File: src/bp_pkg.sv
package bp_pkg;

  ////////////////////////////////////////
  // Sizes
  ////////////////////////////////////////
  localparam int pc_w      = 16;              // Word-address PC width.
  localparam int idx_w     = 4;               // Table index, PC bits 3..0.
  localparam int tag_w     = pc_w - idx_w;    // Tag, PC bits 15..4.
  localparam int n_entries = 1 << idx_w;      // Entries per table.

  ////////////////////////////////////////
  // Counter encoding
  ////////////////////////////////////////
  typedef enum logic [1:0] {
    strong_nt = 2'd0,                         // Strongly not taken.
    weak_nt   = 2'd1,                         // Weakly not taken.
    weak_t    = 2'd2,                         // Weakly taken.
    strong_t  = 2'd3                          // Strongly taken.
  } counter_e;

  localparam counter_e ctr_miss = weak_nt;    // Reported on a BHT tag miss.

  ////////////////////////////////////////
  // Records
  ////////////////////////////////////////
  // Prediction carried from fetch to decode, 35 bits.
  typedef struct packed {
    logic [pc_w-1:0] pc;                      // PC that was looked up.
    counter_e        ctr;                     // Counter seen at lookup.
    logic            taken;                   // Predicted direction.
    logic [pc_w-1:0] target;                  // Predicted next PC.
  } fetch_pred_t;

  // Resolution returned by decode, 52 bits.
  typedef struct packed {
    fetch_pred_t     pred;                    // Record as it was predicted.
    logic            actual_taken;            // Real direction.
    logic [pc_w-1:0] actual_target;           // Real branch target.
  } resolve_t;

  typedef struct packed {
    logic [pc_w-1:0] pc;                      // Branch PC, gives index and tag.
    counter_e        ctr;                     // New counter value.
  } bht_upd_t;

  typedef struct packed {
    logic [pc_w-1:0] pc;                      // Branch PC, gives index and tag.
    logic [pc_w-1:0] target;                  // Taken target to remember.
  } btb_upd_t;

endpackage
File: src/branch_predictor.sv
module branch_predictor
  import bp_pkg::*;
(
  input  logic            clk,                // System clock.
  input  logic            reset,              // Sync reset, active high.
  input  logic [pc_w-1:0] fetch_pc,           // Current fetch PC.
  input  logic            resolve_valid,      // One-cycle resolution strobe.
  input  resolve_t        resolve,            // Carried record plus real outcome.
  output logic [pc_w-1:0] next_pc,            // PC to fetch next cycle.
  output fetch_pred_t     pred,               // Record sent down the pipe.
  output logic            redirect,           // One-cycle redirect pulse.
  output logic [pc_w-1:0] redirect_pc         // Corrected fetch PC.
);

  logic            bht_hit;
  counter_e        bht_ctr;
  logic            btb_hit;
  logic [pc_w-1:0] btb_target;
  logic            bht_we;
  bht_upd_t        bht_upd;
  logic            btb_we;
  btb_upd_t        btb_upd;

  bht u_bht (
    .clk       (clk),
    .reset     (reset),
    .lookup_pc (fetch_pc),
    .we        (bht_we),
    .upd       (bht_upd),
    .hit       (bht_hit),
    .ctr       (bht_ctr)
  );

  btb u_btb (
    .clk       (clk),
    .reset     (reset),
    .lookup_pc (fetch_pc),
    .we        (btb_we),
    .upd       (btb_upd),
    .hit       (btb_hit),
    .target    (btb_target)
  );

  branch_resolve u_resolve (
    .clk           (clk),
    .reset         (reset),
    .resolve_valid (resolve_valid),
    .resolve       (resolve),
    .bht_we        (bht_we),
    .bht_upd       (bht_upd),
    .btb_we        (btb_we),
    .btb_upd       (btb_upd),
    .redirect      (redirect),
    .redirect_pc   (redirect_pc)
  );

  next_pc_select u_select (
    .fetch_pc    (fetch_pc),
    .bht_hit     (bht_hit),
    .bht_ctr     (bht_ctr),
    .btb_hit     (btb_hit),
    .btb_target  (btb_target),
    .redirect    (redirect),
    .redirect_pc (redirect_pc),
    .next_pc     (next_pc),
    .pred        (pred)
  );

endmodule

File: src/next_pc_select.sv
module next_pc_select
  import bp_pkg::*;
(
  input  logic [pc_w-1:0] fetch_pc,           // Current fetch PC.
  input  logic            bht_hit,            // BHT tag matched.
  input  counter_e        bht_ctr,            // BHT counter or ctr_miss.
  input  logic            btb_hit,            // BTB tag matched.
  input  logic [pc_w-1:0] btb_target,         // BTB target.
  input  logic            redirect,           // Redirect from resolution.
  input  logic [pc_w-1:0] redirect_pc,        // Corrected PC.
  output logic [pc_w-1:0] next_pc,            // PC to fetch next cycle.
  output fetch_pred_t     pred                // Record sent down the pipe.
);

  logic            taken;                     // Predicted direction.
  logic [pc_w-1:0] target;                    // Predicted next PC.

  ////////////////////////////////////////
  // Prediction
  ////////////////////////////////////////
  // Taken needs a BHT hit with a taken counter and a BTB hit.
  assign taken  = bht_hit && bht_ctr[1] && btb_hit;
  assign target = btb_hit ? btb_target : fetch_pc + 16'd1;  // Fall through on a miss.

  assign pred = '{pc: fetch_pc, ctr: bht_ctr, taken: taken, target: target};

  ////////////////////////////////////////
  // Next PC
  ////////////////////////////////////////
  always_comb begin
    if (redirect)   next_pc = redirect_pc;    // Resolution overrides the prediction.
    else if (taken) next_pc = target;
    else            next_pc = fetch_pc + 16'd1;
  end

endmodule

File: src/branch_resolve.sv
module branch_resolve
  import bp_pkg::*;
(
  input  logic     clk,                       // System clock.
  input  logic     reset,                     // Sync reset, active high.
  input  logic     resolve_valid,             // One-cycle resolution strobe.
  input  resolve_t resolve,                   // Carried record plus real outcome.
  output logic     bht_we,                    // BHT write, every resolution.
  output bht_upd_t bht_upd,                   // BHT write data.
  output logic     btb_we,                    // BTB write, taken only.
  output btb_upd_t btb_upd,                   // BTB write data.
  output logic     redirect,                  // One-cycle redirect pulse.
  output logic [pc_w-1:0] redirect_pc         // Corrected fetch PC.
);

  counter_e        next_ctr;                  // Trained counter.
  logic            mispredict;                // Outcome or target was wrong.
  logic [pc_w-1:0] corrected_pc;              // Where fetch should have gone.

  ////////////////////////////////////////
  // Saturating counter step
  ////////////////////////////////////////
  always_comb begin
    next_ctr = resolve.pred.ctr;              // Hold by default.
    case (resolve.pred.ctr)
      strong_nt: next_ctr = resolve.actual_taken ? weak_nt  : strong_nt;
      weak_nt:   next_ctr = resolve.actual_taken ? weak_t   : strong_nt;
      weak_t:    next_ctr = resolve.actual_taken ? strong_t : weak_nt;
      strong_t:  next_ctr = resolve.actual_taken ? strong_t : weak_t;  // Drop to weak.
    endcase
  end

  // Wrong direction, or taken both ways but to a different place.
  assign mispredict = (resolve.pred.taken != resolve.actual_taken) ||
                      (resolve.pred.taken && resolve.actual_taken &&
                       (resolve.pred.target != resolve.actual_target));

  assign corrected_pc = resolve.actual_taken ? resolve.actual_target
                                             : resolve.pred.pc + 16'd1;

  ////////////////////////////////////////
  // Table writes, same cycle as strobe
  ////////////////////////////////////////
  assign bht_we  = resolve_valid;
  assign bht_upd = '{pc: resolve.pred.pc, ctr: next_ctr};
  assign btb_we  = resolve_valid && resolve.actual_taken;
  assign btb_upd = '{pc: resolve.pred.pc, target: resolve.actual_target};

  // Redirect one cycle after the strobe.
  always_ff @(posedge clk) begin
    if (reset) begin
      redirect <= 1'b0;
    end else begin
      redirect <= resolve_valid && mispredict;
    end
  end

  always_ff @(posedge clk) begin
    redirect_pc <= corrected_pc;              // Payload, only meaningful with redirect.
  end

  a_redirect_follows_strobe: assert property (
    @(posedge clk) disable iff (reset)
    redirect |-> $past(resolve_valid)
  ) else $error("branch_resolve: redirect without a resolution");

endmodule

File: src/btb.sv
module btb
  import bp_pkg::*;
(
  input  logic     clk,                       // System clock.
  input  logic     reset,                     // Sync reset, active high.
  input  logic [pc_w-1:0] lookup_pc,          // Fetch PC to look up.
  input  logic     we,                        // Write strobe, taken branches only.
  input  btb_upd_t upd,                       // Branch PC and its target.
  output logic     hit,                       // Valid entry with matching tag.
  output logic [pc_w-1:0] target              // Stored target, zero on miss.
);

  ////////////////////////////////////////
  // Storage
  ////////////////////////////////////////
  logic [n_entries-1:0] valid_q;              // Valid bits.
  logic [tag_w-1:0]     tag_q    [n_entries]; // Stored tags.
  logic [pc_w-1:0]      target_q [n_entries]; // Stored taken targets.

  logic [idx_w-1:0] rd_idx;                   // Lookup index.
  logic [idx_w-1:0] wr_idx;                   // Write index.

  assign rd_idx = lookup_pc[idx_w-1:0];
  assign wr_idx = upd.pc[idx_w-1:0];

  ////////////////////////////////////////
  // Read with tag compare
  ////////////////////////////////////////
  assign hit    = valid_q[rd_idx] && (tag_q[rd_idx] == lookup_pc[pc_w-1:idx_w]);
  assign target = hit ? target_q[rd_idx] : '0;  // Selector ignores it on a miss.

  ////////////////////////////////////////
  // Write
  ////////////////////////////////////////
  always_ff @(posedge clk) begin
    if (reset) begin
      valid_q <= '0;                          // Clear all entries.
    end else if (we) begin
      valid_q[wr_idx] <= 1'b1;                // Mark entry in use.
    end
  end

  always_ff @(posedge clk) begin
    if (we) begin
      tag_q[wr_idx]    <= upd.pc[pc_w-1:idx_w];  // Evicts any alias.
      target_q[wr_idx] <= upd.target;            // Latest taken target wins.
    end
  end

endmodule

File: src/bht.sv
module bht
  import bp_pkg::*;
(
  input  logic     clk,                       // System clock.
  input  logic     reset,                     // Sync reset, active high.
  input  logic [pc_w-1:0] lookup_pc,          // Fetch PC to predict for.
  input  logic     we,                        // Update strobe.
  input  bht_upd_t upd,                       // Update PC and counter.
  output logic     hit,                       // Valid entry with matching tag.
  output counter_e ctr                        // Counter, or ctr_miss on a miss.
);

  ////////////////////////////////////////
  // Storage
  ////////////////////////////////////////
  logic [n_entries-1:0] valid_q;              // One valid bit per entry.
  logic [tag_w-1:0]     tag_q [n_entries];    // Stored tags.
  counter_e             ctr_q [n_entries];    // Stored 2-bit counters.

  logic [idx_w-1:0] rd_idx;                   // Lookup index.
  logic [tag_w-1:0] rd_tag;                   // Lookup tag.
  logic [idx_w-1:0] upd_idx;                  // Update index.
  logic [tag_w-1:0] upd_tag;                  // Update tag.

  assign rd_idx  = lookup_pc[idx_w-1:0];
  assign rd_tag  = lookup_pc[pc_w-1:idx_w];
  assign upd_idx = upd.pc[idx_w-1:0];
  assign upd_tag = upd.pc[pc_w-1:idx_w];

  ////////////////////////////////////////
  // Read, latency 0
  ////////////////////////////////////////
  // Separate read port, so an update in flight never disturbs the lookup.
  assign hit = valid_q[rd_idx] && (tag_q[rd_idx] == rd_tag);
  assign ctr = hit ? ctr_q[rd_idx] : ctr_miss;  // Miss looks weakly not taken.

  ////////////////////////////////////////
  // Write, latency 1
  ////////////////////////////////////////
  always_ff @(posedge clk) begin
    if (reset) begin
      valid_q <= '0;                          // Every entry invalid.
    end else if (we) begin
      valid_q[upd_idx] <= 1'b1;               // Entry now owned by upd tag.
    end
  end

  // An update to an occupied index simply evicts the old tag.
  always_ff @(posedge clk) begin
    if (we) begin
      tag_q[upd_idx] <= upd_tag;              // Replace tag.
      ctr_q[upd_idx] <= upd.ctr;              // New counter from resolve.
    end
  end

  ////////////////////////////////////////
  // Checks
  ////////////////////////////////////////
  // Resolution must stay quiet while the tables are being cleared.
  a_no_we_in_reset: assert property (
    @(posedge clk) reset |-> !we
  ) else $error("bht: update strobe during reset");

  // A hitting entry holds one of the four counter states.
  a_ctr_legal: assert property (
    @(posedge clk) disable iff (reset)
    hit |-> (ctr inside {strong_nt, weak_nt, weak_t, strong_t})
  ) else $error("bht: stored counter outside the enum");

endmodule

File: config.mk
export PLATFORM = sky130hd
export DESIGN_NAME = branch_predictor
export DESIGN_NICKNAME = d
export VERILOG_FILES = /design/src/bp_pkg.sv /design/src/branch_predictor.sv /design/src/next_pc_select.sv /design/src/branch_resolve.sv /design/src/btb.sv /design/src/bht.sv
export SDC_FILE = /design/constraint.sdc
export NUM_CORES = 1
export LEC_CHECK = 0
export BUFFER_PORTS_ARGS = -buffer_cell sky130_fd_sc_hd__buf_4
export CORE_MARGIN = 2
export CORE_UTILIZATION = 50
export CTS_CLUSTER_SIZE = 16
export DETAILED_ROUTE_END_ITERATION = 16
export HOLD_SLACK_MARGIN = 0.08
export PLACE_DENSITY = 0.67
export SLEW_MARGIN = 15
export SYNTH_ARGS = -nofsm -noshare
export SYNTH_HDL_FRONTEND = slang
export SYNTH_SLANG_ARGS = --single-unit
File: constraint.sdc
create_clock -name clk -period 17.2 [get_ports clk]
set_clock_uncertainty 0.05 [all_clocks]
set_input_delay 5.16 -clock clk [delete_from_list [all_inputs] [get_ports clk]]
set_output_delay 5.16 -clock clk [all_outputs]
set_load 0.01 [all_outputs]
==> results_dict.tcl, run 1 <==
set metrics [dict create \
    finalCriticalPeriod_ns 14.72 \
    post_drt_wl_per_cell_um 29.18 \
    drc_errors 0 \
    finalHoldViolCount 0 \
    numCtsBuffers 76 \
    gp_congestion 0.8906 \
    die_y_um 247.7 \
    vdd_drop_max_mv 0.1098 \
    routed-wl-met3_um 5305 \
    clock_latency_ns 0.60 \
    drive_gt1_share_pct 26.11 \
    syn_area_um2 29690 \
    final_cell_area_um2 33640 \
    r2r_slack_ns 16.54 \
    fp-row-count 89 \
    tightest_slew_ns 1.224 \
    drt_pass1_iterations 6 \
    r2r_cells 2 \
    power_density_nw_per_um2 114.1 \
    r2r_end "u_bht.valid_q[2]" \
    grt-ovfl-total 0 \
    synth-edff-count 672 \
    cts_setup_buffers 0 \
    ant_nets 0 \
    fmax_mhz 67.93 \
    setup_viol 0 \
    synth-compound-area-share_pct 2.621 \
    min_period_over_period_pct 85.59 \
    start_util_pct 50.41 \
    fp.dieW_um 247.7 \
    multiInputGateArea_um2 7792 \
    synth_area_leaders "edfxtp_1 (68%), mux4_2 (13%), dfxtp_1 (3.3%)" \
    holdCritStartpoint "u_btb.valid_q[7]" \
    synth_cell_types 66 \
    synth_xor_area_share_pct 2.178 \
    hold_path_class "register to register" \
    worstSetupStartpointType "input pin" \
    critPathRequiredTime_ns 11.99 \
    synth_top_area_share_pct 67.96 \
    ys_ff_latch 721 \
    endpoint_kind "output pin" \
    dp_hpwl_um 42410 \
    first_iter_violations 1714 \
    diodes 0 \
    fin_total_pwr_mw 3.838 \
    path_class "input pin to output pin" \
    cts_tree "done" \
    hold_depth 2 \
    synth_top_family_by_area "multiplexers" \
    ys.flop_type "edfxtp_1" \
    maxSlewViolCount 0 \
    routed.top_layer "met5" \
    reg2reg_from "u_bht.valid_q[2]" \
    syn_inst 1595 \
    grt_pass1_vias 15710 \
    nNetsFinal 1794 \
    async_flop_share_pct 0 \
    holdBufCountCts 0 \
    synth_top_area_cell "edfxtp_1" \
    synthMuxAreaShare_pct 15.71 \
    dieArea_um2 61360 \
    vias_per_cell 6.126 \
    clk_pin_slew_ns 0.06 \
    yosys_warnings 0 \
    synth_nets 1672 \
    rsz0062_at_grt "no" \
    power_leakage_nw 11.13 \
    place_area_um2 31160 \
    critPathMaxFanout 66 \
    ios 139 \
    fillCellCount 4337 \
    grt_max_degree 82 \
    vias 15620 \
    cts_resized 0 \
    cts_root_buffer "clkbuf_16" \
    wl_met1_um 30150 \
    grt_pass1_wl_um 106700 \
    worstPathArrival_ns 9.51 \
    htree_levels 3 \
    hold_end "u_btb.valid_q[7]" \
    synth.avg_cell_area_um2 18.62 \
    relSlewSlack_pct 18.43 \
    cts.path.max_buffers 3 \
    antenna_found_initial 1 \
    clock-sinks 721 \
    io_buffers 138 \
    synth_simple_gate_area_share_pct 5.343 \
    ys_seq_area_share_pct 71.26 \
    wirelength_um 74400 \
    met2RoutedLength_um 36660 \
    grt.total_usage_pct 24.62 \
    tns_ns 0 \
    status "complete, no violations" \
    timing.max_cap.violations 0 \
    coreArea_um2 58910 \
    areaGrowthSynthToFinish_pct 13.29 \
    final-seq-area_um2 21160 \
    synth_adder_area_share_pct 0.3202 \
]
-- routing by layer --
layer / up-vias / track usage, %
li1: 6657 / -
met1: 8153 / 33.10
met2: 676 / 40.11
met3: 134 / 5.353
met4: 2 / 8.471
met5: - / 0
-- layout make-up --
cell class                      instances  share of cell area [%]
Multi-Input combinational cell        752                   23.16
Sequential cell                       721                   62.90
Inverter                                9                  0.1004
Timing Repair Buffer                  157                   3.585
Tap cell                              773                   2.875
Clock buffer                           93                   6.155
Clock inverter                         45                   1.220
-- worst max path at each step --
stage                            from     endpoint  slack, ns
after floorplan           fetch_pc[0]  next_pc[11]       3.95
after CTS                 fetch_pc[0]   next_pc[2]       2.22
final                     fetch_pc[0]   next_pc[2]       2.48
after detailed placement  fetch_pc[0]   next_pc[5]       2.22
after global placement    fetch_pc[0]  next_pc[11]       2.24
after global routing      fetch_pc[0]   next_pc[6]       2.01
-- synthesized netlist by cell type (11+ instances only) --
cell	n
a22oi_1	15
a31oi_1	18
and2_1	19
and3_1	29
buf_2	22
buf_4	33
buf_6	12
clkbuf_1	30
dfxtp_1	49
edfxtp_1	672
mux2i_1	61
mux4_1	12
mux4_2	165
nand2_1	42
nand3_1	21
nand4_1	22
nor2_1	136
nor3_1	11
nor4_1	14
o21ai_0	25
o31ai_1	16
xnor2_1	34
xor2_1	38
-- state kept, by name, indices dropped and copies added (netlist names) --
name / cells
u_btb.tag_q: 192
u_bht.ctr_q: 32
u_resolve.redirect: 1
u_btb.valid_q: 16
u_bht.tag_q: 192
u_resolve.redirect_pc: 16
u_bht.valid_q: 16
u_btb.target_q: 256
-- cell usage in the layout, fill, tap and decap left out, drive strengths merged, types with 7 or more instances in the layout --
master    netlist  final
clkbuf         34     93
clkinv          1     28
nor4           15     15
dfxtp          49     49
inv             8     13
edfxtp        672    672
xnor2          35     35
o21ai          25     25
nand2          42     42
and3           29     29
a22oi          15     15
mux2i          61     61
nand4          22     22
buf            76    157
mux4          177    177
nor3           11     11
o31ai          19     19
clkinvlp        0      7
xor2           38     38
nor2          136    136
and2           19     19
a31oi          18     18
nand3          21     21
-- where the power goes --
part           total, mW  internal [mW]  leakage (nW)  switching (mW)
Combinational      0.257          0.104          3.47           0.153
Clock               1.63          0.951          1.20           0.675
Sequential          1.96           1.95          6.46         0.00941
-- logic make-up (layout without fill, tap and decap cells) --
| logic type | Yosys count | in the layout |
|---|---|---|
| AND/OR/NAND/NOR | 324 | 324 |
| flip-flops | 721 | 721 |
| AO/OA/AOI/OAI | 107 | 107 |
| adder cells (fa/ha/maj) | 8 | 8 |
| multiplexers | 240 | 240 |
| XOR/XNOR | 73 | 73 |
| buffers and inverters | 122 | 304 |
-- per-stage QoR --
step | hold slack [ns] | cells | worst slack (ns) | utilization (%)
4_1_cts | 0.4187 | 2550 | 2.221 | 57.11
6_report | 0.4124 | 2550 | 2.479 | 57.11
3_3_place_gp | 0.3905 | 2412 | 2.240 | 52.89
3_5_place_dp | 0.4031 | 2412 | 2.220 | 52.89
2_1_floorplan | 0.3816 | 1595 | 3.953 | -
5_1_grt | 0.4350 | 2550 | 2.008 | 57.11
-- worst max-delay path: stages --
cell and delay [ns]:
buf_8 0.51, buf_12 0.50, mux4_2 0.60, mux4_2 0.53, xnor2_1 0.20, o2111ai_2 0.19
a2111oi_4 1.10, a31oi_1 0.21, o31ai_1 0.30, buf_4 0.17
No activity file was read; power rests on OpenSTA's default activity.
==> run 2, diff against run 1 <==
Settings changed: CORE_MARGIN 2 to unset, PLACE_DENSITY 0.67 to 0.7.
Clock period 17.2 ns to 12.3 ns, I/O delays scaled along.
==> run 2 against run 1 <==
  * Sequential power is 39% higher
  * Worst setup slack worse by 1.4 ns
  * Via count is 2.4% higher
  * Largest cell class unchanged
  * First-iteration DRC count is 15% higher
  * Worst hold slack better by 0.0025 ns
  * Highest routed layer unchanged
  * Flip-flop and latch count stayed put
  * Register-to-register slack worse by 4.9 ns
  * Clock-buffer cell count is 6 lower
  * Wire length is 0.25% higher
  * Final cell count hardly changed
  * Cell area is 0.40% lower
  * Critical path type unchanged
  * Sequential share of layout area is 0.25 points higher
==> results_dict.tcl, run 2 (same netlist as run 1, synthesis figures left out) <==
set metrics [dict create \
    status "complete, no violations" \
    fp-row-count 88 \
    ant_nets 0 \
    dp_hpwl_um 43940 \
    layout_commonest_cell "edfxtp_1" \
    finalHoldViolCount 0 \
    hold_depth 2 \
    io_buffers 138 \
    antenna_found_initial 4 \
    multiInputGateArea_um2 7791 \
    largestRegisters "u_btb.target_q (256), u_bht.tag_q (192), u_btb.tag_q (192)" \
    power_density_nw_per_um2 154.9 \
    gp_congestion 0.8889 \
    fillCellCount 4309 \
    path_class "input pin to output pin" \
    clk_pin_slew_ns 0.05 \
    dieArea_um2 60370 \
    start_util_pct 51.08 \
    r2r_cells 2 \
    cts.path.max_buffers 3 \
    worstSetupStartpointType "input pin" \
    maxSlewViolCount 0 \
    holdBufCountCts 0 \
    largest_reg_flops 256 \
    grt_pass1_vias 15970 \
    drt_pass1_iterations 6 \
    cts_resized 0 \
    drc_errors 0 \
    tightest_slew_ns 1.189 \
    setup_viol 0 \
    critPathMaxFanout 39 \
    first_iter_violations 1972 \
    ios 139 \
    power_leakage_nw 11.10 \
    post_drt_wl_per_cell_um 29.27 \
    final-seq-area_um2 21160 \
    die_y_um 245.7 \
    final_cell_mix "edfxtp_1 (672), buf_4 (166), mux4_2 (165), nor2_1 (136), clkbuf_16 (74)" \
    timing.max_cap.violations 0 \
    crit_top_cell "buf_4" \
    grt-ovfl-total 0 \
    top_register "u_btb.target_q" \
    fp.dieW_um 245.7 \
    endpoint_kind "output pin" \
    fmax_mhz 89.21 \
    nNetsFinal 1804 \
    grt_pass1_wl_um 107700 \
    rsz0062_at_grt "no" \
    slowest_delay_ns 1.04 \
    hold_path_class "register to register" \
    vias 16000 \
    coreArea_um2 58140 \
    critPathRequiredTime_ns 8.56 \
    htree_levels 3 \
    relSlewSlack_pct 20.73 \
    drive_gt1_share_pct 25.94 \
    vias_per_cell 6.281 \
    areaGrowthSynthToFinish_pct 12.83 \
    numCtsBuffers 73 \
    wirelength_um 74590 \
    worst_slack_ns 1.091 \
    tns_ns 0 \
    vdd_drop_max_mv 0.1126 \
    cts_setup_buffers 0 \
    cts_tree "done" \
    cp_slowest_cell "a2111oi_4" \
    worstPathArrival_ns 7.47 \
    clock-sinks 721 \
    cts_root_buffer "clkbuf_16" \
    grt.total_usage_pct 25.09 \
    cp_cell_sequence "buf_8 > buf_4 > and2_1 > buf_4 > a22oi_1 > a211o_1 > nand3_1 > o2111ai_2 > a2111oi_4 > a31oi_1 > o31ai_1 > buf_4" \
    grt_max_degree 64 \
    clock_latency_ns 0.61 \
    finalCriticalPeriod_ns 11.21 \
    min_period_over_period_pct 91.13 \
    dp_slack_ns 1.124 \
]
[run 2: worst max-delay path: cells and delay by family]
family | cells | cell delay, ns
AOI/OAI and AO/OA | 6 | 2.22
and+or+nand+nor | 2 | 0.31
buffers and inverters | 4 | 1.18
[run 2: per-layer routing]
| layer | share of wire [%] | vias to the layer above | global-route usage (%) |
|---|---|---|---|
| li1 | - | 6674 | - |
| met2 | 49 | 776 | 40.95 |
| met4 | 3.1 | 6 | 8.440 |
| met3 | 8.5 | 191 | 4.955 |
| met1 | 39 | 8356 | 33.88 |
| met5 | 0.050 | - | 0 |
[run 2: area by class of cell]
type / count / share of cell area, %
timing repair buffer: 170 / 3.928
tap: 765 / 2.857
inverter: 9 / 0.1008
multi-input combinational: 752 / 23.25
antenna: 2 / 0.01494
clock buffer: 87 / 5.732
sequential: 721 / 63.15
clock inverter: 42 / 0.9597
[run 2: per-stage QoR]
step | power, mW | cell area (um^2) | hold WS (ns) | std cells | util [%]
floorplan | 2.993 | 29690 | 0.3816 | 1595 | -
global placement | 3.142 | 31260 | 0.3901 | 2417 | 53.77
detailed placement | 3.149 | 31260 | 0.4041 | 2417 | 53.77
CTS | 5.207 | 33500 | 0.4179 | 2546 | 57.63
global route | 5.325 | 33500 | 0.4488 | 2546 | 57.63
finish | 5.189 | 33510 | 0.4150 | 2548 | 57.63
[run 2: worst paths after layout]
path | slack [ns] | endpoint | start
setup reg to reg | 11.63 | u_bht.valid_q[10] | u_bht.valid_q[10]
setup / recovery | 1.09 | next_pc[5] | fetch_pc[0]
hold / removal | 0.41 | u_btb.valid_q[9] | u_btb.valid_q[9]
hold reg to reg | 0.41 | u_btb.valid_q[9] | u_btb.valid_q[9]
[run 2: power by group]
part	leakage [nW]	total, mW	switching, mW	internal (mW)
clock	1.11	2.09	0.910	1.18
combinational	3.54	0.365	0.218	0.147
sequential	6.46	2.73	0.0130	2.72
total	11.1	5.19	1.14	4.05
